===== config.mk =====
export PLATFORM = sky130hd
export DESIGN_NAME = xfer_ctrl_flat
export DESIGN_NICKNAME = d
export VERILOG_FILES = /design/src/verilog/mem_pkg.sv /design/src/verilog/xfer_pkg.sv /design/src/verilog/addr_if.sv /design/src/verilog/xfer_ctrl.sv /design/src/flat_wrapper.sv
export SDC_FILE = /design/constraint.sdc
export NUM_CORES = 1
export LEC_CHECK = 0
export BUFFER_PORTS_ARGS = -buffer_cell sky130_fd_sc_hd__buf_4
export CELL_PAD_IN_SITES_DETAIL_PLACEMENT = 0
export CELL_PAD_IN_SITES_GLOBAL_PLACEMENT = 2
export CORE_ASPECT_RATIO = 1.2
export CORE_UTILIZATION = 31
export CTS_BUF_LIST = sky130_fd_sc_hd__clkbuf_4 sky130_fd_sc_hd__clkbuf_8
export CTS_CLUSTER_SIZE = 12
export DETAILED_ROUTE_END_ITERATION = 12
export PLACE_DENSITY = 0.91
export REMOVE_ABC_BUFFERS = 1
export SYNTH_ARGS = -nofsm -noshare
export SYNTH_HDL_FRONTEND = slang
export SYNTH_SLANG_ARGS = --single-unit

===== constraint.sdc =====
create_clock -name clk_i -period 2.7 [get_ports clk_i]
set_input_delay 0.27 -clock clk_i [delete_from_list [all_inputs] [get_ports clk_i]]
set_output_delay 0.27 -clock clk_i [all_outputs]
set_load 0.05 [all_outputs]

===== src/verilog/mem_pkg.sv =====
`default_nettype none

package mem_pkg;

   // byte address space of the engine, 1 KiB.
   localparam int ADDR_W = 10;

   // one memory word.
   localparam int DATA_W = 32;

   localparam int OFFSET_W = $clog2(DATA_W / 8);  // address bits below a word.

   localparam int MEM_DEPTH = 256;  // words held by the memory.

   localparam int WORD_IDX_W = ADDR_W - OFFSET_W;  // index bits of a word.

   typedef logic [ADDR_W-1:0] byte_addr_t;  // byte address as issued by the generator.

   typedef logic [DATA_W-1:0] word_t;

   typedef logic [WORD_IDX_W-1:0] word_idx_t;  // memory word index, byte address over four.

endpackage

`default_nettype wire


===== src/verilog/xfer_pkg.sv =====
`default_nettype none

package xfer_pkg;

   localparam int CFG_W = 32;  // width of one configuration word.

   localparam int PERIOD_W = 10;  // word count, also the width of the signed increment.

   localparam int DELAY_W = 8;

   localparam int ADDR_RSVD_W = CFG_W - mem_pkg::ADDR_W - PERIOD_W;
   localparam int TIMING_RSVD_W = CFG_W - PERIOD_W - DELAY_W;

   localparam int CREDIT_INIT = 4;  // credits held after reset.
   localparam int CREDIT_W = 3;  // wide enough to hold CREDIT_INIT.

   // address view, written with select 0.
   typedef struct packed {
      logic [ADDR_RSVD_W-1:0]     rsvd;
      logic signed [PERIOD_W-1:0] incr;   // signed step in words.
      mem_pkg::byte_addr_t        start;  // first byte address.
   } addr_cfg_t;

   // timing view, written with select 1.
   typedef struct packed {
      logic [TIMING_RSVD_W-1:0] rsvd;
      logic [DELAY_W-1:0]       delay;   // idle cycles after run.
      logic [PERIOD_W-1:0]      period;  // words per transfer, 0 and 1 give one.
   } timing_cfg_t;

   typedef union packed {
      addr_cfg_t   addr;
      timing_cfg_t timing;
   } cfg_word_u;

endpackage

`default_nettype wire


===== src/verilog/addr_if.sv =====
`timescale 1ns/100ps
`default_nettype none

interface addr_if;

   logic                valid;  // an address is offered.
   logic                ready;  // the streamer holds at least one credit.
   mem_pkg::byte_addr_t addr;
   logic                done;   // all addresses of the transfer are accepted.

   modport generator (output valid, output addr, output done, input ready);

   modport consumer (input valid, output ready);

   // the memory reads on every accepted address.
   modport observer (input valid, input ready, input addr);

   modport controller (input valid, input ready, input done);

endinterface

`default_nettype wire


===== src/verilog/xfer_ctrl.sv =====
`timescale 1ns/100ps
`default_nettype none

module xfer_ctrl (
   input  wire                             clk_i,
   input  wire                             rst_i,
   input  wire                             cfg_we_i,
   input  wire                             cfg_sel_i,
   input  wire  xfer_pkg::cfg_word_u       cfg_data_i,
   input  wire                             start_i,
   addr_if.controller                      a,
   input  wire                             out_valid_i,
   output logic                            run_o,
   output logic [xfer_pkg::PERIOD_W-1:0]   period_o,
   output logic [xfer_pkg::DELAY_W-1:0]    delay_o,
   output mem_pkg::byte_addr_t             start_addr_o,
   output logic signed [xfer_pkg::PERIOD_W-1:0] incr_o,
   output logic                            busy_o,
   output logic                            done_o
);

   xfer_pkg::addr_cfg_t   addr_cfg;
   xfer_pkg::timing_cfg_t timing_cfg;
   logic                  in_flight;  // a word accepted but not yet on the output.
   logic                  accept;
   logic                  finish;

   assign accept = a.valid && a.ready;

   // done from the previous transfer is stale while run is still high.
   assign finish = busy_o && !run_o && a.done && (!in_flight || out_valid_i);

   always_ff @(posedge clk_i or posedge rst_i) begin
      if (rst_i) begin
         addr_cfg   <= '0;
         timing_cfg <= '0;
      end else if (cfg_we_i) begin
         if (cfg_sel_i) begin
            timing_cfg <= cfg_data_i.timing;
         end else begin
            addr_cfg <= cfg_data_i.addr;
         end
      end
   end

   assign period_o     = timing_cfg.period;
   assign delay_o      = timing_cfg.delay;
   assign start_addr_o = addr_cfg.start;
   assign incr_o       = addr_cfg.incr;

   always_ff @(posedge clk_i or posedge rst_i) begin
      if (rst_i) begin
         busy_o <= 1'b0;
         run_o  <= 1'b0;
         done_o <= 1'b0;
      end else begin
         run_o  <= 1'b0;
         done_o <= finish;  // one cycle pulse.
         if (!busy_o && start_i) begin
            busy_o <= 1'b1;
            run_o  <= 1'b1;
         end else if (finish) begin
            busy_o <= 1'b0;
         end
      end
   end

   // Back-to-back acceptances keep one word in flight, so accept wins.
   always_ff @(posedge clk_i or posedge rst_i) begin
      if (rst_i) begin
         in_flight <= 1'b0;
      end else if (accept) begin
         in_flight <= 1'b1;
      end else if (out_valid_i) begin
         in_flight <= 1'b0;  // the word has left.
      end
   end

endmodule

`default_nettype wire


===== src/flat_wrapper.sv =====
// flat-port wrapper written by rule: the top's interface ports become plain ports
module xfer_ctrl_flat 
  (clk_i, rst_i, cfg_we_i, cfg_sel_i, cfg_data_i, start_i, out_valid_i, run_o, period_o, delay_o, start_addr_o, incr_o, busy_o, done_o, a_valid, a_ready, a_done);
  addr_if a_i ();
  input  wire clk_i;
  input  wire rst_i;
  input  wire cfg_we_i;
  input  wire cfg_sel_i;
  input  wire  xfer_pkg::cfg_word_u cfg_data_i;
  input  wire start_i;
  input  wire out_valid_i;
  output logic run_o;
  output logic [xfer_pkg::PERIOD_W-1:0] period_o;
  output logic [xfer_pkg::DELAY_W-1:0] delay_o;
  output mem_pkg::byte_addr_t start_addr_o;
  output logic signed [xfer_pkg::PERIOD_W-1:0] incr_o;
  output logic busy_o;
  output logic done_o;
  input wire logic [$bits(a_i.valid)-1:0] a_valid;
  input wire logic [$bits(a_i.ready)-1:0] a_ready;
  input wire logic [$bits(a_i.done)-1:0] a_done;
  assign a_i.valid = a_valid;
  assign a_i.ready = a_ready;
  assign a_i.done = a_done;
  xfer_ctrl u_core (.clk_i(clk_i), .rst_i(rst_i), .cfg_we_i(cfg_we_i), .cfg_sel_i(cfg_sel_i), .cfg_data_i(cfg_data_i), .start_i(start_i), .a(a_i), .out_valid_i(out_valid_i), .run_o(run_o), .period_o(period_o), .delay_o(delay_o), .start_addr_o(start_addr_o), .incr_o(incr_o), .busy_o(busy_o), .done_o(done_o));
endmodule

==> flow_summary.ini <==
[run_status]
status = finished clean

[global_routing]
track_usage_pct = 13.4
grt_pass1_wl_mm = 5.20
grt_max_degree = 43
grt_pass1_vias = 1130
grt_overflow = 0
antenna_found_initial = 0

[sta]
layout_setup_ws_ps = 1500
rsz0062_at_grt = no
layout_min_cycle_time_ps = 1200
slew_viol_final = 0
finalSetupViolCount = 0
finalCritPeriodShare_pct = 44.4
slew_headroom_pct = 65.0
tightest_slew_ps = 525
hold_viol_final = 0
finalClockSkew_ps = 0.669
max_freq_ghz = 0.835
final.setup.tns_ps = 0

[floorplanning]
fp.dieH_um = 79.9
boundaryPins = 82
fp.dieW_um = 66.9
row_count = 27
core-area_sq_mm = 0.00473
die_area_sq_mm = 0.00534
initial_utilization_pct = 33.1

[routing]
finalWirelength_mm = 3.20
first_iter_violations = 20
dr.pass1.iters = 2
drcViolationCount = 0
ant_nets = 0
detail_route.wl_per_cell_um = 14.0
vias_per_cell = 4.65
route.vias.total = 1060

[setup_path]
arrival_ps = 930
cp-start-kind = flop
reg2regPathDepth = 1
criticalPathCategory = flop to primary output
crit_fanout = 5
worstPathRequired_ps = 2430
max_stage_delay_ps = 410
crit_chain = buf_4
endpoint_kind = primary output
slowest_stage = dfrtp_1
crit_family = flip-flops
cp.depth = 1
crit_buf_inv = 1

[clock_tree]
htreeDepth = 2
ctsResizeCount = 0
holdBufCountCts = 0
cts_made_buffers = 5
worstSkewPairLatency_ps = 290
numClockSinks = 42
cts_tree = built
root_buffer = clkbuf_8
cts_max_path_buffers = 2
clkSlewWorstSetupHoldPaths_ps = 80
post_cts_buffers = 0

[placed_design]
pre_cts_ws_ps = 1160
dpl_cell_area_sq_mm = 0.00215
place.gp.congestion = 0.665
place_hpwl_mm = 2.36
numPortBuffers = 69

[synthesis]
yosys_register_bits = 42
synth.avg_cell_area_sq_um = 16.7
synthCells = 94
ys_types = 13
ys_warn_count = 0
ys_seq_area_share_pct = 67.1
synth_area_sq_mm = 0.00157

[pwr]
p_leak_nw = 1.07
p_per_area_mw_per_mm2 = 827
irDropWorstVdd_uv = 347

[cells_and_area]
multiInputGateArea_sq_um = 484
final_core_util_pct = 47.8
diodes = 0
fill_cells = 439
seqCellArea_sq_mm = 0.00105
drive_gt1_share_pct = 63.5
finalInstanceArea_sq_mm = 0.00226
nets = 210
syn2layout_area_growth_pct = 44.2

[hold_path]
holdCritPathClass = input pin to async pin

[job]
maxCapViolCount = 0
[where the power goes]
group          switching [mW]  leakage [nW]  internal (mW)
Sequential             0.0510         0.495          0.721
Combinational           0.425         0.520          0.212
Clock                   0.200        0.0575          0.258
Total                   0.676          1.07           1.19
[layout by cell type (no fill, tap or decap), types with 2 or more instances in the layout]
cell,instances
buf_4,71
clkbuf_8,8
dfrtp_1,42
mux2_1,11
mux2_2,27
nand2_1,2
[synth_stat cells]
cell / instances / share of area (%)
a41oi_1: 1 / 0.56
and4_1: 1 / 0.56
buf_4: 2 / 0.96
buf_6: 1 / 0.72
dfrtp_1: 42 / 67
inv_1: 2 / 0.48
mux2_1: 11 / 7.9
mux2_2: 27 / 19
nand2_1: 2 / 0.48
nand2_2: 1 / 0.40
nand2b_1: 1 / 0.40
nor2_1: 1 / 0.24
nor2b_1: 2 / 0.80
[routing by layer]
metal  vias to the layer above  wire [um]  GRT usage, %
met5                         -          0             0
met3                         5        260          5.14
met2                        47       1730          23.4
met1                       535       1150          13.8
met4                         0         55          5.96
li1                        473          -             -
[final cells by class]
| type | instances | area share, % |
|---|---|---|
| Multi-Input combinational cell | 47 | 21.4 |
| Clock buffer | 8 | 4.88 |
| Tap cell | 58 | 3.21 |
| Timing Repair Buffer | 71 | 23.6 |
| Sequential cell | 42 | 46.5 |
| Inverter | 2 | 0.332 |
[registers in the layout, indices dropped and copies added, names as in the netlist]
signal               cells
u_core.incr_o           10
u_core.busy_o            1
u_core.period_o         10
u_core.in_flight         1
u_core.start_addr_o     10
u_core.done_o            1
u_core.run_o             1
u_core.delay_o           8
[cell families after synthesis]
group	share of synthesized area [%]
buffers and inverters	2.16
AND/OR/NAND/NOR	2.88
flip-flops	67.1
multiplexers	27.3
AO/OA/AOI/OAI	0.559
[worst paths after layout]
check	startpoint	end	slack [ps]
min reg2reg	u_core.in_flight$_DFFE_PP0P_	u_core.in_flight$_DFFE_PP0P_	490
max	u_core.busy_o$_DFFE_PP0P_	busy_o	1500
min in group clk_i	a_ready	u_core.in_flight$_DFFE_PP0P_	170
max reg2reg	u_core.delay_o[3]$_DFFE_PP0P_	u_core.delay_o[3]$_DFFE_PP0P_	1900
min	rst_i	u_core.start_addr_o[1]$_DFFE_PP0P_	90
max in group asynchronous	rst_i	u_core.start_addr_o[9]$_DFFE_PP0P_	2230
[per-stage QoR]
step,hold slack (ps),power (mW),cells
CTS,114,1.90,228
floorplan,383,1.20,91
finish,94.0,1.87,228
global route,141,1.95,228
global placement,418,1.41,220
detailed placement,439,1.43,220
Note: power is estimated with default switching activity, not from simulation.
