`src/verilog/mem_pkg.sv`:
```
`default_nettype none

package mem_pkg;

   // byte address space of the engine, 1 KiB.
   localparam int ADDR_W = 10;

   // one memory word.
   localparam int DATA_W = 32;

   localparam int OFFSET_W = $clog2(DATA_W / 8);  // address bits below a word.

   localparam int MEM_DEPTH = 256;  // words held by the memory.

   localparam int WORD_IDX_W = ADDR_W - OFFSET_W;  // index bits of a word.

   typedef logic [ADDR_W-1:0] byte_addr_t;  // byte address as issued by the generator.

   typedef logic [DATA_W-1:0] word_t;

   typedef logic [WORD_IDX_W-1:0] word_idx_t;  // memory word index, byte address over four.

endpackage

`default_nettype wire

```
`src/verilog/xfer_pkg.sv`:
```
`default_nettype none

package xfer_pkg;

   localparam int CFG_W = 32;  // width of one configuration word.

   localparam int PERIOD_W = 10;  // word count, also the width of the signed increment.

   localparam int DELAY_W = 8;

   localparam int ADDR_RSVD_W = CFG_W - mem_pkg::ADDR_W - PERIOD_W;
   localparam int TIMING_RSVD_W = CFG_W - PERIOD_W - DELAY_W;

   localparam int CREDIT_INIT = 4;  // credits held after reset.
   localparam int CREDIT_W = 3;  // wide enough to hold CREDIT_INIT.

   // address view, written with select 0.
   typedef struct packed {
      logic [ADDR_RSVD_W-1:0]     rsvd;
      logic signed [PERIOD_W-1:0] incr;   // signed step in words.
      mem_pkg::byte_addr_t        start;  // first byte address.
   } addr_cfg_t;

   // timing view, written with select 1.
   typedef struct packed {
      logic [TIMING_RSVD_W-1:0] rsvd;
      logic [DELAY_W-1:0]       delay;   // idle cycles after run.
      logic [PERIOD_W-1:0]      period;  // words per transfer, 0 and 1 give one.
   } timing_cfg_t;

   typedef union packed {
      addr_cfg_t   addr;
      timing_cfg_t timing;
   } cfg_word_u;

endpackage

`default_nettype wire

```
`src/verilog/addr_if.sv`:
```
`timescale 1ns/100ps
`default_nettype none

interface addr_if;

   logic                valid;  // an address is offered.
   logic                ready;  // the streamer holds at least one credit.
   mem_pkg::byte_addr_t addr;
   logic                done;   // all addresses of the transfer are accepted.

   modport generator (output valid, output addr, output done, input ready);

   modport consumer (input valid, output ready);

   // the memory reads on every accepted address.
   modport observer (input valid, input ready, input addr);

   modport controller (input valid, input ready, input done);

endinterface

`default_nettype wire

```
`src/verilog/addr_gen.sv`:
```
`timescale 1ns/100ps
`default_nettype none

module addr_gen (
   input  wire                                 clk_i,
   input  wire                                 rst_i,
   input  wire                                 run_i,
   input  wire  [xfer_pkg::PERIOD_W-1:0]       period_i,
   input  wire  [xfer_pkg::DELAY_W-1:0]        delay_i,
   input  wire  mem_pkg::byte_addr_t           start_i,
   input  wire  signed [xfer_pkg::PERIOD_W-1:0] incr_i,
   addr_if.generator                           a
);

   logic [xfer_pkg::DELAY_W-1:0]  delay_cnt;  // cycles left before the first address.
   logic [xfer_pkg::PERIOD_W-1:0] word_cnt;   // addresses accepted so far, less one.
   logic                          last_word;
   mem_pkg::byte_addr_t           step;

   // a period of 0 or 1 still ends after the first word.
   assign last_word = ({1'b0, word_cnt} + 1'b1) >= {1'b0, period_i};

   // the word step in bytes, wrapping in the 1 KiB space.
   assign step = mem_pkg::byte_addr_t'(incr_i <<< mem_pkg::OFFSET_W);

   always_ff @(posedge clk_i or posedge rst_i) begin
      if (rst_i) begin
         delay_cnt <= '0;
         word_cnt  <= '0;
         a.addr    <= '0;
         a.valid   <= 1'b0;
         a.done    <= 1'b0;
      end else if (run_i) begin
         delay_cnt <= delay_i;
         word_cnt  <= '0;
         a.addr    <= start_i;
         a.valid   <= (delay_i == '0);  // no delay, offer at once.
         a.done    <= 1'b0;
      end else if (delay_cnt != '0) begin
         delay_cnt <= delay_cnt - 1'b1;
         a.valid   <= (delay_cnt == xfer_pkg::DELAY_W'(1));  // the delay runs out here.
      end else if (a.valid && a.ready) begin
         if (last_word) begin
            a.valid <= 1'b0;
            a.done  <= 1'b1;  // held until the next run.
         end else begin
            a.addr   <= a.addr + step;
            word_cnt <= word_cnt + 1'b1;
         end
      end
   end

endmodule

`default_nettype wire

```
`src/flat_wrapper.sv`:
```
// flat-port wrapper written by rule: the top's interface ports become plain ports
module addr_gen_flat 
  (clk_i, rst_i, run_i, period_i, delay_i, start_i, incr_i, a_valid, a_addr, a_done, a_ready);
  addr_if a_i ();
  input  wire clk_i;
  input  wire rst_i;
  input  wire run_i;
  input  wire  [xfer_pkg::PERIOD_W-1:0] period_i;
  input  wire  [xfer_pkg::DELAY_W-1:0] delay_i;
  input  wire  mem_pkg::byte_addr_t start_i;
  input  wire  signed [xfer_pkg::PERIOD_W-1:0] incr_i;
  output wire logic [$bits(a_i.valid)-1:0] a_valid;
  output wire logic [$bits(a_i.addr)-1:0] a_addr;
  output wire logic [$bits(a_i.done)-1:0] a_done;
  input wire logic [$bits(a_i.ready)-1:0] a_ready;
  assign a_valid = a_i.valid;
  assign a_addr = a_i.addr;
  assign a_done = a_i.done;
  assign a_i.ready = a_ready;
  addr_gen u_core (.clk_i(clk_i), .rst_i(rst_i), .run_i(run_i), .period_i(period_i), .delay_i(delay_i), .start_i(start_i), .incr_i(incr_i), .a(a_i));
endmodule
```
`config.mk`:
```
export PLATFORM = sky130hd
export DESIGN_NAME = addr_gen_flat
export DESIGN_NICKNAME = d
export VERILOG_FILES = /design/src/verilog/mem_pkg.sv /design/src/verilog/xfer_pkg.sv /design/src/verilog/addr_if.sv /design/src/verilog/addr_gen.sv /design/src/flat_wrapper.sv
export SDC_FILE = /design/constraint.sdc
export NUM_CORES = 1
export LEC_CHECK = 0
export ABC_AREA = 1
export BUFFER_PORTS_ARGS = -buffer_cell sky130_fd_sc_hd__buf_2
export CAP_MARGIN = 20
export CORE_MARGIN = 2
export CORE_UTILIZATION = 30
export CTS_BUF_LIST = sky130_fd_sc_hd__clkbuf_8
export DETAILED_ROUTE_END_ITERATION = 16
export GPL_ROUTABILITY_DRIVEN = 0
export HOLD_SLACK_MARGIN = 0.15
export PLACE_DENSITY_LB_ADDON = 0.12
export SLEW_MARGIN = 0
export SYNTH_ARGS = -nofsm -noshare
export SYNTH_HDL_FRONTEND = slang
export SYNTH_SLANG_ARGS = --single-unit
```
`constraint.sdc`:
```
create_clock -name clk_i -period 4.04 [get_ports clk_i]
set_input_delay 0.404 -clock clk_i [delete_from_list [all_inputs] [get_ports clk_i]]
set_output_delay 0.404 -clock clk_i [all_outputs]
set_load 0.02 [all_outputs]
```
==> flow_metrics.py <==
metrics = {
    "clocking": {
        "cts-htree-levels": 2,
        "cts.sink_count": 30,
        "cts_buffer_depth": 2,
        "cts_resized": 0,
        "postCtsHoldBufs": 0,
        "cts_tree": "yes",
        "cts_setup_buffers": 0,
        "clk_latency_ns": 0.28,
        "clk_pin_slew_ns": 0.07,
        "cts_buffers": 5,
        "cts-root-buf": "clkbuf_8",
    },
    "setup_path": {
        "arrival_ns": 3.26,
        "cp_slowest_cell": "nand3_2",
        "critPathMostFrequentCell": "nand2_1",
        "path_depth": 16,
        "crit_required_ns": 4.25,
        "worstSetupEndpointType": "flop",
        "cp_max_fo": 20,
        "start_kind": "flop",
        "r2r_slack_ns": 0.99,
        "reg2reg_depth": 16,
        "crit_family": "simple AND/OR/NAND/NOR gates",
        "worst-setup-path-type": "reg -> reg",
        "cp_num_buf_inv": 2,
        "crit_path_cell_trace": "nand3_1, nor3b_2, nand3_1, nor2_1, xnor2_1, clkinv_1, ha_1, nand2_1, inv_1, nand2_1, nand3b_1, a21oi_2, nand3_2, nor2_8, nand2_1, nand2_1",
        "critPathMaxStageDelay_ns": 0.46,
    },
    "timing": {
        "tightestPinTransition_ns": 0.805,
        "fmax_mhz": 328,
        "finClkSkew_ns": 0.00910,
        "min_period_over_period": 0.755,
        "fin_setup_tns_ns": 0,
        "whs_ns": 0.195,
        "period_needed_ns": 3.05,
        "setup_viol": 0,
        "maxSlewHeadroom": 0.463,
        "grt_setup_unrepaired": "no",
        "hold_viol_final": 0,
        "maxSlewViolCount": 0,
    },
    "cells_and_area": {
        "final_cells": 460,
        "final_area_mm2": 0.00271,
        "final_common_cell": "nand2_1",
        "fin_nets": 424,
        "final_cell_mix": "nand2_1, buf_2, inv_1, nand3_1, dfrtp_1",
        "fillCellCount": 794,
        "antenna_cells": 0,
        "area_growth_pct": 19.4,
        "drive_gt1_frac": 0.194,
    },
    "synthesis": {
        "yosys_warnings": 0,
        "synth-seq-cells": 30,
        "synth-edff-count": 0,
        "synth_area_per_cell_um2": 7.36,
        "netlist_area_mm2": 0.00227,
        "seq_area_frac_synth": 0.331,
        "synth_cell_type_count": 37,
        "synth_nets": 372,
        "synth-async-reset-ratio": 1.00,
        "ys.flop_type": "dfrtp_1",
        "syn_inst": 308,
    },
    "global_route": {
        "grt_max_degree": 32,
        "grt.met1_usage": 0.167,
        "grt_pass1_vias": 1919,
        "met3_usage": 0.0290,
        "grt_pass1_wl_um": 8660,
        "grtUsageTotal": 0.128,
        "gr-max-usage-layer": "met2",
        "use_met2": 0.217,
        "grt_antenna_before_repair": 0,
        "grt-ovfl-total": 0,
    },
    "floorplanning": {
        "design.core.area_mm2": 0.00729,
        "rows": 31,
        "die_x_um": 90.9,
        "start_util": 0.311,
        "die-area_mm2": 0.00827,
        "dieHeight_um": 90.9,
        "ioPinCount": 54,
    },
    "place": {
        "dpl-instance-area_mm2": 0.00262,
        "portBuffers": 51,
        "place_hpwl_um": 3990,
        "place_inst": 452,
    },
    "power_and_ir_drop": {
        "vdd_drop_max_uv": 143,
        "power-per-cell-area_mw_per_mm2": 322,
        "power_leakage_nw": 1.56,
    },
    "route": {
        "wl_per_cell_um": 11.5,
        "route.detailed.drc": 0,
        "antenna_left": 0,
        "dr.pass1.iters": 4,
        "drt_iter0_drc": 56,
        "wirelength_um": 5270,
        "vias": 2042,
        "viasPerCell": 4.44,
    },
    "min_path": {
        "worstHoldPathType": "in -> async",
    },
    "run": {
        "drv_cap": 0,
    },
    "outcome": {
        "status": "completed",
    },
}
==> registers in the layout, indices dropped and copies added, names as in the netlist <==
| signal | flops |
|---|---|
| u_core.delay_cnt | 8 |
| u_core.a.done | 1 |
| u_core.a.addr | 10 |
| u_core.a.valid | 1 |
| u_core.word_cnt | 10 |
==> worst paths after layout <==
path / start / to
setup reg to reg: u_core.word_cnt[0] / u_core.word_cnt[5]
setup / recovery: u_core.word_cnt[0] / u_core.word_cnt[5]
hold / removal: rst_i / u_core.a.done
max in group asynchronous: rst_i / u_core.a.addr[7]
hold reg to reg: u_core.a.addr[1] / u_core.a.addr[1]
min in group clk_i: start_i[0] / u_core.a.addr[0]
==> layout make-up <==
type	count	area, µm²	area share
multi-input cells	228	1320	0.486
flip-flops and latches	30	751	0.277
repair buffers	52	263	0.0971
inverters	43	161	0.0596
well taps	99	124	0.0458
clock buffers	6	82.6	0.0305
clock inverters	2	8.76	0.00324
==> synth_stat cells (2+ instances only) <==
master / instances / share of area
xnor2_1: 8 / 0.031
inv_1: 42 / 0.070
o211ai_1: 2 / 0.0066
nand3_1: 31 / 0.068
dfrtp_1: 30 / 0.33
clkbuf_1: 4 / 0.0066
o21ai_0: 8 / 0.018
ha_1: 21 / 0.12
nor4_1: 2 / 0.0055
nand2_1: 100 / 0.17
nor2_1: 16 / 0.026
a21oi_1: 9 / 0.020
nand4_1: 4 / 0.011
xor2_1: 8 / 0.031
==> kinds of logic (layout without fill, tap and decap cells) <==
group | Yosys count | count (layout) | synth area share
AO/OA/AOI/OAI | 26 | 26 | 0.0690
AND/OR/NAND/NOR | 164 | 164 | 0.325
flip-flops | 30 | 30 | 0.331
buffers and inverters | 50 | 103 | 0.0883
XOR/XNOR | 16 | 16 | 0.0618
adder cells (fa/ha/maj) | 22 | 22 | 0.125
==> metrics by stage <==
step | util | power (mW) | setup WS [ns]
6_report | 0.371 | 0.870 | 0.989
4_1_cts | 0.371 | 0.886 | 0.933
5_1_grt | 0.371 | 0.933 | 0.603
3_3_place_gp | 0.359 | 0.628 | 0.953
2_1_floorplan | - | 0.549 | 1.72
3_5_place_dp | 0.359 | 0.630 | 0.952
==> worst register-to-register path, stage by stage (launching register included) <==
cell and delay, ns:
dfrtp_1 0.43, nand3_1 0.18, nor3b_2 0.22, nand3_1 0.13
nor2_1 0.14, xnor2_1 0.13, clkinv_1 0.10, ha_1 0.30
nand2_1 0.07, inv_1 0.05, nand2_1 0.05, nand3b_1 0.10
a21oi_2 0.16, nand3_2 0.46, nor2_8 0.34, nand2_1 0.08
nand2_1 0.06
==> where the power goes <==
| part | total, mW | leakage [nW] | internal, mW | switching, mW |
|---|---|---|---|---|
| Clock | 0.249 | 0.0524 | 0.135 | 0.114 |
| Combinational | 0.262 | 1.13 | 0.108 | 0.153 |
| Sequential | 0.359 | 0.386 | 0.331 | 0.0287 |
| Total | 0.870 | 1.56 | 0.574 | 0.296 |
==> per-layer routing <==
layer  part of all wire  vias up
met2               0.47       42
met5                  0        -
met4             0.0070        0
met1               0.47      907
li1                   -     1088
met3              0.048        5
Power figures use the tool's default switching activity.
