===== src/verilog/mem_pkg.sv =====
`default_nettype none

package mem_pkg;

   // byte address space of the engine, 1 KiB.
   localparam int ADDR_W = 10;

   // one memory word.
   localparam int DATA_W = 32;

   localparam int OFFSET_W = $clog2(DATA_W / 8);  // address bits below a word.

   localparam int MEM_DEPTH = 256;  // words held by the memory.

   localparam int WORD_IDX_W = ADDR_W - OFFSET_W;  // index bits of a word.

   typedef logic [ADDR_W-1:0] byte_addr_t;  // byte address as issued by the generator.

   typedef logic [DATA_W-1:0] word_t;

   typedef logic [WORD_IDX_W-1:0] word_idx_t;  // memory word index, byte address over four.

endpackage

`default_nettype wire


===== src/verilog/xfer_pkg.sv =====
`default_nettype none

package xfer_pkg;

   localparam int CFG_W = 32;  // width of one configuration word.

   localparam int PERIOD_W = 10;  // word count, also the width of the signed increment.

   localparam int DELAY_W = 8;

   localparam int ADDR_RSVD_W = CFG_W - mem_pkg::ADDR_W - PERIOD_W;
   localparam int TIMING_RSVD_W = CFG_W - PERIOD_W - DELAY_W;

   localparam int CREDIT_INIT = 4;  // credits held after reset.
   localparam int CREDIT_W = 3;  // wide enough to hold CREDIT_INIT.

   // address view, written with select 0.
   typedef struct packed {
      logic [ADDR_RSVD_W-1:0]     rsvd;
      logic signed [PERIOD_W-1:0] incr;   // signed step in words.
      mem_pkg::byte_addr_t        start;  // first byte address.
   } addr_cfg_t;

   // timing view, written with select 1.
   typedef struct packed {
      logic [TIMING_RSVD_W-1:0] rsvd;
      logic [DELAY_W-1:0]       delay;   // idle cycles after run.
      logic [PERIOD_W-1:0]      period;  // words per transfer, 0 and 1 give one.
   } timing_cfg_t;

   typedef union packed {
      addr_cfg_t   addr;
      timing_cfg_t timing;
   } cfg_word_u;

endpackage

`default_nettype wire


===== src/verilog/addr_if.sv =====
`timescale 1ns/100ps
`default_nettype none

interface addr_if;

   logic                valid;  // an address is offered.
   logic                ready;  // the streamer holds at least one credit.
   mem_pkg::byte_addr_t addr;
   logic                done;   // all addresses of the transfer are accepted.

   modport generator (output valid, output addr, output done, input ready);

   modport consumer (input valid, output ready);

   // the memory reads on every accepted address.
   modport observer (input valid, input ready, input addr);

   modport controller (input valid, input ready, input done);

endinterface

`default_nettype wire


===== src/verilog/stream_out.sv =====
`timescale 1ns/100ps
`default_nettype none

module stream_out (
   input  wire             clk_i,
   input  wire             rst_i,
   addr_if.consumer        a,
   input  wire  mem_pkg::word_t rdata_i,
   input  wire             credit_i,
   output logic            out_valid_o,
   output mem_pkg::word_t  out_data_o
);

   localparam logic [xfer_pkg::CREDIT_W-1:0] CREDIT_FULL =
      xfer_pkg::CREDIT_W'(xfer_pkg::CREDIT_INIT);

   logic [xfer_pkg::CREDIT_W-1:0] credits;
   logic                          accept;

   assign a.ready = (credits != '0);  // only accept while a credit is left.
   assign accept  = a.valid && a.ready;

   always_ff @(posedge clk_i or posedge rst_i) begin
      if (rst_i) begin
         credits <= CREDIT_FULL;
      end else begin
         case ({accept, credit_i})
            2'b10: begin
               credits <= credits - 1'b1;  // one word sent.
            end
            2'b01: begin
               if (credits != CREDIT_FULL) begin
                  credits <= credits + 1'b1;  // returned by the consumer.
               end
            end
            default: begin
               credits <= credits;  // spend and return cancel.
            end
         endcase
      end
   end

   always_ff @(posedge clk_i or posedge rst_i) begin
      if (rst_i) begin
         out_valid_o <= 1'b0;
      end else begin
         out_valid_o <= accept;  // lines up with the memory read.
      end
   end

   // the memory read register is the output stage and holds until the next acceptance.
   assign out_data_o = rdata_i;

endmodule

`default_nettype wire


===== src/flat_wrapper.sv =====
// flat-port wrapper written by rule: the top's interface ports become plain ports
module stream_out_flat 
  (clk_i, rst_i, rdata_i, credit_i, out_valid_o, out_data_o, a_valid, a_ready);
  addr_if a_i ();
  input  wire clk_i;
  input  wire rst_i;
  input  wire  mem_pkg::word_t rdata_i;
  input  wire credit_i;
  output logic out_valid_o;
  output mem_pkg::word_t out_data_o;
  input wire logic [$bits(a_i.valid)-1:0] a_valid;
  output wire logic [$bits(a_i.ready)-1:0] a_ready;
  assign a_i.valid = a_valid;
  assign a_ready = a_i.ready;
  stream_out u_core (.clk_i(clk_i), .rst_i(rst_i), .a(a_i), .rdata_i(rdata_i), .credit_i(credit_i), .out_valid_o(out_valid_o), .out_data_o(out_data_o));
endmodule

===== config.mk =====
export PLATFORM = sky130hd
export DESIGN_NAME = stream_out_flat
export DESIGN_NICKNAME = d
export VERILOG_FILES = /design/src/verilog/mem_pkg.sv /design/src/verilog/xfer_pkg.sv /design/src/verilog/addr_if.sv /design/src/verilog/stream_out.sv /design/src/flat_wrapper.sv
export SDC_FILE = /design/constraint.sdc
export NUM_CORES = 1
export LEC_CHECK = 0
export BUFFER_PORTS_ARGS = -buffer_cell sky130_fd_sc_hd__buf_2
export CAP_MARGIN = 20
export CORE_MARGIN = 2
export CORE_UTILIZATION = 33
export CTS_BUF_LIST = sky130_fd_sc_hd__clkbuf_16
export DETAILED_ROUTE_END_ITERATION = 12
export PLACE_DENSITY = 0.83
export SYNTH_ARGS = -nofsm -noshare
export SYNTH_HDL_FRONTEND = slang
export SYNTH_SLANG_ARGS = --single-unit

===== constraint.sdc =====
create_clock -name clk_i -period 4.3 [get_ports clk_i]
set_input_delay 0.215 -clock clk_i [delete_from_list [all_inputs] [get_ports clk_i]]
set_output_delay 0.215 -clock clk_i [all_outputs]
set_load 0.1 [all_outputs]

==> metrics.md, run 1 <==
| Metric | Value |
|---|---|
| Status | finished clean |
| Worst-margin pin slew | 0.495 ns |
| Final hold viol count | 0 |
| DRT Pass-1 Iters | 3 |
| Synth top area share | 0.453 |
| Die Span X | 44.1 um |
| Final setup fails | 0 |
| Seq cells post-synth | 4 |
| CORE AREA | 1510 sq um |
| Iter 0 DRT Violations | 6 |
| Leakage power | 0.000182 uW |
| Synth Flop Type | dfrtp_1 |
| Post-CTS setup buffers | 0 |
| Syn Inst Count | 63 |
| Detailed Route WL | 807 um |
| Avg WL per Cell | roughly 15 um |
| Routability congestion estimate from global placement | 0.808 |
| Vias in the first global route | 278 |
| Synth cell types | 25 |
| Gr usage total | 0.0923 |
| Synth async-reset ratio | 1.00 |
| Syn_area_per_cell | 8.42 sq um |
| Clock Sinks | 4 |
| Final Max Tran Viols | 0 |
| TritonCTS clock tree | built |
| Pwr dens | 921 nW/um^2 |
| CP Class | register to register |
| Clock transition at path regs | 0.03 ns |
| I/O pin count | 70 |
| Syn Std Cell Area | 531 sq um |
| Routed vias/inst | 5.27 |
| Tmin final | approximately 2.4 ns |
| Clock H-tree levels | 1 |
| R2r worst-path depth | 7 |
| Clock skew | 0.00452 ns |
| # Max-Cap Violations | 0 |
| Power, Total | 376 uW |
| Maximum VDD drop | 179 uV |
| Simple-Gate Fraction of Synth Area | 0.125 |
| YS warnings | 0 |
| First-pass GRT wire length | about 1.2 mm |
| Largest family of logic cells by synthesized area | buffers and inverters |
| Final ANT Viol Nets | 0 |
| Worst hold path class | input port to register |
| Fmax achieved | 415 MHz |
| CP max FO | 8 |
| DRC | 0 |
| Endpoint type of the worst setup path | register |
| Post-synth EDFFs | 0 |
| Initial antenna violation count | 0 |
| Worst hold stages | 2 |
| Num CTS Buffers | 3 |
| P_int | 229 uW |
| Worst setup SP type | register |
| CTS Buffer Depth | 2 |
| Post-Synth Adder-Cell Area | 0.0377 |
| Root Buffer Master | clkbuf_16 |
| Yosys top cell by area | buf_4 |
| Remaining Overflow, GRT | 0 |
| CP required | 4.47 ns |
| Largest net degree at the start of global routing | 11 |
| Slew headroom | 0.672 |
| Worst EP arrival | approximately 2.6 ns |
| Sequential share of the synthesized area | 0.191 |
| RSZ-0062 raised after global routing | false |
| Logic gate share of total power | 0.365 |
| Clock Latency Late Sink | 0.23 ns |
| Top-count cell post-synth | buf_4 |
| Sequential power share | 0.238 |
| Xor and xnor area share after synthesis | 0.0330 |
| Hpwl dp | 575 um |
| NetSw | ~150 uW |
| Final WS setup | 1.89 ns |
| Die height | 44.1 um |
| Share of layout cells above drive strength 1 | 0.282 |
| Std cell rows | 14 |
| Pre-CTS setup slack | between 1.5 and 2 ns |
| Commonest cells post-synth | 32 x buf_4, 3 x dfrtp_1 |
| Full die area | 1940 sq um |
| Layout area overhead | -23.1% |
| Period utilisation layout | 0.560 |
| Synth Net Count | 100 |
| Setup TNS Final | 0 ns |
| Final Net Count | 77 |
| Top post-synthesis cells by area | buf_4 45%, dfrtp_1 14%, dfstp_2 5.0%, fa_1 3.8%, buf_6 2.1% |
| Switching Fraction | 0.391 |
| N_diodes | 0 |
| I/O Buffers | 5 |
| Via count | 290 |
| Post-synthesis compound-gate area fraction | 0.0967 |
| Mux contribution to synthesized area | 0.0189 |
| Initial core utilization | 0.352 |
| Clock share of power | 0.398 |
[cells by family (layout without fill, tap and decap cells)]
kind of cell | after synthesis | count (layout)
multiplexers | 1 | 1
XOR/XNOR | 2 | 2
flip-flops | 4 | 4
buffers and inverters | 36 | 12
AND/OR/NAND/NOR | 12 | 12
AO/OA/AOI/OAI | 7 | 7
adder cells (fa/ha/maj) | 1 | 1
[power groups by stage]
| stage | registers (uW) | logic, uW | clock network (uW) |
|---|---|---|---|
| floorplan | 98.8 | 239 | 0 |
| global placement | 86.4 | 132 | 0 |
| detailed placement | 88.3 | 136 | 0 |
| CTS | 89.0 | 140 | 152 |
| global route | 93.3 | 152 | 154 |
| finish | 89.3 | 137 | 150 |
[metrics by stage]
stage                      util  cells  cell area [sq um]  hold slack (ns)
after global placement    0.212     50                319            0.112
final                     0.271     55                408            0.355
after CTS                 0.271     55                408            0.350
after detailed placement  0.212     50                319            0.113
after global routing      0.271     55                408            0.365
after floorplan               -     63                531          -0.0196
[per-layer routing]
| layer | track usage | vias to the layer above | wire (um) |
|---|---|---|---|
| met5 | 0 | - | 0 |
| met2 | 0.124 | 20 | 364 |
| met3 | 0.0571 | 7 | 132 |
| met1 | 0.0859 | 137 | 273 |
| li1 | - | 126 | - |
| met4 | 0.115 | 0 | 37 |
[cell type report]
cell class	count	area, sq um
clock buffer	3	75.1
clock inverter	1	3.75
fill	168	1100
inverter	2	7.51
multi-input combinational	23	165
sequential	4	101
tap	16	20.0
timing repair buffer	6	35.0
[path summary, 6_finish.rpt]
check | slack [ns] | endpoint | startpoint
worst max-delay path | 1.89 | u_core.credits[2] | u_core.credits[0]
worst min-delay path | 0.35 | u_core.out_valid_o | a_valid
worst max register to register | 1.89 | u_core.credits[2] | u_core.credits[0]
worst min register to register | 0.65 | u_core.credits[0] | u_core.credits[0]
max in group asynchronous | 3.65 | u_core.credits[2] | rst_i
min in group asynchronous | 0.42 | u_core.credits[0] | rst_i
[registers in the layout, summed over array words and instances (netlist names)]
| register | count |
|---|---|
| u_core.credits | 3 |
| u_core.out_valid_o | 1 |
[worst max-delay path: stages (launching register included)]
cell      delay (ns)
dfrtp_1         0.45
or3_1           0.40
and2_1          0.17
nand2b_1        0.15
fa_1            0.42
or4b_1          0.49
o32ai_1         0.12
a211o_2         0.14
[timing repair]
item,in CTS,in global routing
gates resized for setup,0,0
hold endpoints to repair,3,0
hold buffers,1,0
[cells in the final DEF, fill, tap and decap left out]
cell	count
a211o_2	1
and2_1	1
and3_1	1
buf_2	5
clkbuf_16	3
dfrtp_1	3
dfstp_2	1
dlygate4sd3_1	1
fa_1	1
inv_1	3
mux2i_1	1
nand2_1	2
nand2b_1	1
nand3_1	2
nor2_1	2
o2111ai_1	1
o211ai_1	1
o21ai_0	2
o22ai_1	1
o32ai_1	1
or2_2	1
or3_1	1
or4b_1	1
xnor2_1	1
xor2_1	1
No activity file was read; power rests on OpenSTA's default activity.
==> run 2: changes to the inputs <==
Settings changed: CORE_ASPECT_RATIO set to 0.8, CORE_UTILIZATION 33 to 28, PLACE_DENSITY 0.83 to 0.75.
Clock period 4.3 ns to 2.05 ns, I/O delays scaled along.
==> metrics.md, run 2 (same netlist as run 1, synthesis figures left out) <==
| Metric | Value |
|---|---|
| Final Max Tran Viols | 0 |
| Clock transition at path regs | 0.03 ns |
| I/O pin count | 70 |
| Num CTS Buffers | 3 |
| Reg2Reg Launch Point | u_core.credits[2] |
| Full die area | 2260 sq um |
| I/O Buffers | 5 |
| Failing checks | setup timing |
| Sequential power share | 0.159 |
| Period utilisation layout | 1.07 |
| CTS Buffer Depth | 2 |
| R2r worst-path depth | 7 |
| # Max-Cap Violations | 0 |
| HP Start | rdata_i[13] |
| CP Class | register to register |
| NetSw | around 340 uW |
| CP required | 2.22 ns |
| DRC | 0 |
| Remaining Overflow, GRT | 0 |
| Switching Fraction | 0.378 |
| Detailed Route WL | 913 um |
| Final cell count without fillers | 67 |
| Reg2Reg Capture Point | u_core.credits[2] |
| Die height | 42.9 um |
| CP max FO | 2 |
| Layout area overhead | -8.02% |
| Hpwl dp | about 590 um |
| Tmin final | 2.20 ns |
| Clock Sinks | 4 |
| Number of flip-flops in the largest register | 3 |
| Fmax achieved | 455 MHz |
| Filler cell count | 190 |
| Worst EP arrival | 2.37 ns |
| N_diodes | 0 |
| Worst-margin pin slew | 0.487 ns |
| Largest regs | u_core.credits: 3 flops, u_core.out_valid_o: 1 flops |
| Gr usage total | 0.100 |
| Worst hold stages | 0 |
| Pre-CTS setup slack | -0.105 ns |
| Slew headroom | 0.677 |
| Via count | around 300 |
| Final ANT Viol Nets | 0 |
| CORE AREA | 1840 sq um |
| Avg WL per Cell | 13.6 um |
| Std cell rows | 14 |
| Largest net degree at the start of global routing | 11 |
| Worst hold path class | input port to output port |
| Commonest non-fill, non-tap cell in the layout | buf_2 |
| Logic gate share of total power | 0.497 |
| Final WS setup | -0.147 ns |
| First-pass GRT wire length | about 1.5 mm |
| Routed vias/inst | between 4 and 5 |
| Final hold viol count | 0 |
| Initial core utilization | 0.288 |
| Reg2reg setup slack | -0.15 ns |
| # placed instances | 61 |
| Worst Hold Path EP | out_data_o[13] |
| Die Span X | 52.7 um |
| Root Buffer Master | clkbuf_16 |
| Biggest register | u_core.credits |
| TritonCTS clock tree | built |
| P_int | 559 uW |
| Status | finished with violations |
| Routability congestion estimate from global placement | slightly below 0.7 |
| Vias in the first global route | around 330 |
| RSZ-0062 raised after global routing | true |
| Setup TNS Final | -0.147 ns |
| DRT Pass-1 Iters | 2 |
| Clock share of power | 0.344 |
| Maximum VDD drop | 509 uV |
| Clock H-tree levels | 1 |
| Pwr dens | about 1800 nW/um^2 |
| Clock Latency Late Sink | 0.22 ns |
| Final setup fails | 1 |
| Most frequent cells in the layout | 5 x buf_2, 4 x buf_4, 3 x inv_1, 3 x clkbuf_16, 3 x dfrtp_1 |
| Share of layout cells above drive strength 1 | 0.488 |
| Iter 0 DRT Violations | 2 |
| Initial antenna violation count | 0 |
| Final Net Count | 81 |
| Worst setup SP type | register |
| Endpoint type of the worst setup path | register |
| Leakage power | 0.000215 uW |
| Clock skew | 0.00157 ns |
-- run 2: changes by cell type in the layout (fill, tap and decap cells not counted), sizes merged --
cell  delta
buf      +4
-- run 2: worst max-delay path: stages, from the launching register on --
cell and delay [ns]:
dfstp_2 0.36, or3_4 0.37, and2_4 0.15, nand2b_4 0.14, fa_2 0.36, or4b_4 0.51
o32ai_4 0.11, a211o_2 0.14
-- run 2: through the flow --
step / util / cell area, sq um / hold WS, ns / total power, uW
after global routing: 0.265 / 488 / 0.205 / 958
after global placement: 0.201 / 369 / -0.0173 / 529
final: 0.265 / 488 / 0.205 / 899
after floorplan: - / 548 / -0.132 / 736
after detailed placement: 0.201 / 369 / -0.00726 / 547
after CTS: 0.257 / 473 / 0.206 / 885
-- run 2: how the worst max path moves through the flow --
| stage | depth (start not counted) | from | slack [ns] | end |
|---|---|---|---|---|
| finish | 7 | u_core.credits[2] | -0.15 | u_core.credits[2] |
| global route | 7 | u_core.credits[1] | -0.19 | u_core.credits[2] |
| CTS | 7 | u_core.credits[2] | -0.11 | u_core.credits[2] |
| detailed placement | 7 | u_core.credits[2] | -0.11 | u_core.credits[2] |
| global placement | 7 | u_core.credits[2] | -0.06 | u_core.credits[2] |
| floorplan | 7 | u_core.credits[1] | -0.33 | u_core.credits[2] |
-- run 2: power by group through the flow --
stage | logic [uW] | registers (uW) | clock network (uW)
floorplan | 525 | 211 | 0
global placement | 388 | 141 | 0
detailed placement | 404 | 143 | 0
CTS | 427 | 143 | 316
global route | 492 | 146 | 320
finish | 447 | 143 | 309
-- run 2: per-layer routing --
layer | track usage | vias up | routed length (um)
met1 | 0.0844 | 142 | 297
met2 | 0.143 | 20 | 454
met4 | 0.128 | 0 | 71
met5 | 0 | - | 0
met3 | 0.0599 | 12 | 89
li1 | - | 135 | -
-- run 2: final cells by class --
class	instances	area (sq um)	area share
Multi-Input combinational cell	23	205	0.421
Sequential cell	4	101	0.208
Clock buffer	3	75.1	0.154
Timing Repair Buffer	10	65.1	0.133
Tap cell	24	30.0	0.0615
Inverter	2	7.51	0.0154
Clock inverter	1	3.75	0.00769
-- run 2: timing repair --
| item | in CTS | in global routing |
|---|---|---|
| hold buffers | 1 | 0 |
| pin swaps | 2 | 1 |
| buffers inserted | 1 | 0 |
| hold endpoints to repair | 4 | 0 |
| setup endpoints to repair | 1 | 1 |
| resized for setup | 1 | 2 |
==> run 3: changes to the inputs <==
Settings changed: RECOVER_POWER set to 100.
==> metrics.md, run 3 (same netlist as run 1, synthesis figures left out) <==
| Metric | Value |
|---|---|
| Status | finished with violations |
| Failing checks | setup timing |
| Layout area overhead | -8.25% |
| Clock Sinks | 4 |
| I/O Buffers | 5 |
| Sequential power share | 0.160 |
| Clock share of power | 0.344 |
| Initial antenna violation count | 0 |
| Tmin final | between 2 and 2.5 ns |
| Initial core utilization | 0.288 |
| First-pass GRT wire length | roughly 1.5 mm |
| Worst EP arrival | ~2.4 ns |
| Full die area | 2260 sq um |
| CP required | 2.22 ns |
| Routability congestion estimate from global placement | 0.689 |
| Avg WL per Cell | 13.6 um |
| Root Buffer Master | clkbuf_16 |
| Biggest register | u_core.credits |
| Leakage power | 0.000212 uW |
| RSZ-0062 raised after global routing | true |
| Worst setup SP type | register |
| Maximum VDD drop | 509 uV |
| Std cell rows | 14 |
| Slew headroom | 0.226 |
| Placed Area | 369 sq um |
| Detailed Route WL | approximately 910 um |
| Routed vias/inst | 4.61 |
| CTS Buffer Depth | 2 |
| Iter 0 DRT Violations | 2 |
| Switching Fraction | 0.379 |
| Final Net Count | 81 |
| Via count | 309 |
| Endpoint type of the worst setup path | register |
| Filler cell count | 188 |
| Remaining Overflow, GRT | 0 |
| Vias in the first global route | 328 |
| CORE AREA | 1840 sq um |
| Clock skew | around 0.0016 ns |
| Pwr dens | 1840 nW/um^2 |
| Worst hold path class | input port to output port |
| N_diodes | 0 |
| CP Class | register to register |
| Clock Latency Late Sink | 0.22 ns |
| Final Max Tran Viols | 0 |
| Final WS setup | -0.147 ns |
| Worst-margin pin slew | 1.17 ns |
| Die Span X | 52.7 um |
| Clock H-tree levels | 1 |
| Final ANT Viol Nets | 0 |
| P_int | approximately 560 uW |
| Fmax achieved | 455 MHz |
| Die height | 42.9 um |
| Largest regs | u_core.credits: 3 flops, u_core.out_valid_o: 1 flops |
| Final hold viol count | 0 |
| Period utilisation layout | 1.07 |
| Clock transition at path regs | roughly 0.030 ns |
| Hpwl dp | 591 um |
| Final setup fails | 1 |
| CP max FO | 2 |
| Number of flip-flops in the largest register | 3 |
| Fin area | 487 sq um |
| DRC | 0 |
| I/O pin count | 70 |
| # Max-Cap Violations | 0 |
| Gr usage total | 0.100 |
| TritonCTS clock tree | built |
| Most frequent cells in the layout | 4 x buf_2, 4 x buf_4, 3 x inv_1, 3 x clkbuf_16, 3 x dfrtp_1 |
| NetSw | 340 uW |
| DRT Pass-1 Iters | 2 |
| Num CTS Buffers | 3 |
| Share of layout cells above drive strength 1 | 0.465 |
| Logic gate share of total power | 0.496 |
| Largest net degree at the start of global routing | 11 |
| Setup TNS Final | -0.147 ns |
| Worst hold stages | 0 |
| R2r worst-path depth | 7 |
## run 3: changes by cell type in the layout (fill, tap and decap cells not counted), sizes merged
cell    before  now
buf          9    8
clkbuf       3    4
## run 3: final cells by class
cell class,instances,area (sq um),area share
multi-input combinational,23,205,0.422
sequential,4,101,0.208
clock buffer,3,75.1,0.154
timing repair buffer,10,63.8,0.131
tap,24,30.0,0.0617
inverter,2,7.51,0.0154
clock inverter,1,3.75,0.00771
## run 3: worst paths after layout
path | slack (ns) | endpoint | startpoint
min reg2reg | 0.62 | u_core.out_valid_o | u_core.credits[1]
max reg2reg | -0.15 | u_core.credits[2] | u_core.credits[2]
max in group asynchronous | 1.52 | u_core.credits[2] | rst_i
max | -0.15 | u_core.credits[2] | u_core.credits[2]
min in group asynchronous | 0.31 | u_core.credits[0] | rst_i
min | 0.21 | out_data_o[13] | rdata_i[13]
## run 3: what timing repair did
action                                 CTS  global route
hold buffers                             1             0
pin swaps                                2             1
endpoints found under the hold margin    4             0
resized for setup                        1             2
buffers inserted                         1             0
setup endpoints to repair                1             1
## run 3: worst max-delay path, stage by stage (launching register included)
cell,delay [ns]
dfstp_2,0.36
or3_4,0.37
and2_4,0.15
nand2b_4,0.14
fa_2,0.36
or4b_4,0.51
o32ai_4,0.11
a211o_2,0.14
## run 3: through the flow
| stage | worst slack [ns] | cells | hold WS, ns | utilization | power (uW) |
|---|---|---|---|---|---|
| 2_1_floorplan | -0.333 | 63 | -0.132 | - | 736 |
| 3_3_place_gp | -0.0647 | 61 | -0.0173 | 0.201 | 529 |
| 3_5_place_dp | -0.105 | 61 | -0.00726 | 0.201 | 547 |
| 4_1_cts | -0.111 | 67 | 0.206 | 0.257 | 885 |
| 5_1_grt | -0.193 | 67 | 0.205 | 0.265 | 957 |
| 6_report | -0.147 | 67 | 0.205 | 0.265 | 898 |
## run 3: routing by layer
| layer | share of wire | global-route usage |
|---|---|---|
| met5 | 0 | 0 |
| met4 | 0.078 | 0.128 |
| met3 | 0.098 | 0.0599 |
| met2 | 0.50 | 0.143 |
| met1 | 0.32 | 0.0844 |
## run 3: power groups by stage
stage                     clock network, uW  registers, uW  logic [uW]
final                                   309            143         445
after floorplan                           0            211         525
after global placement                    0            141         388
after global routing                    320            146         491
after CTS                               316            143         427
after detailed placement                  0            143         404
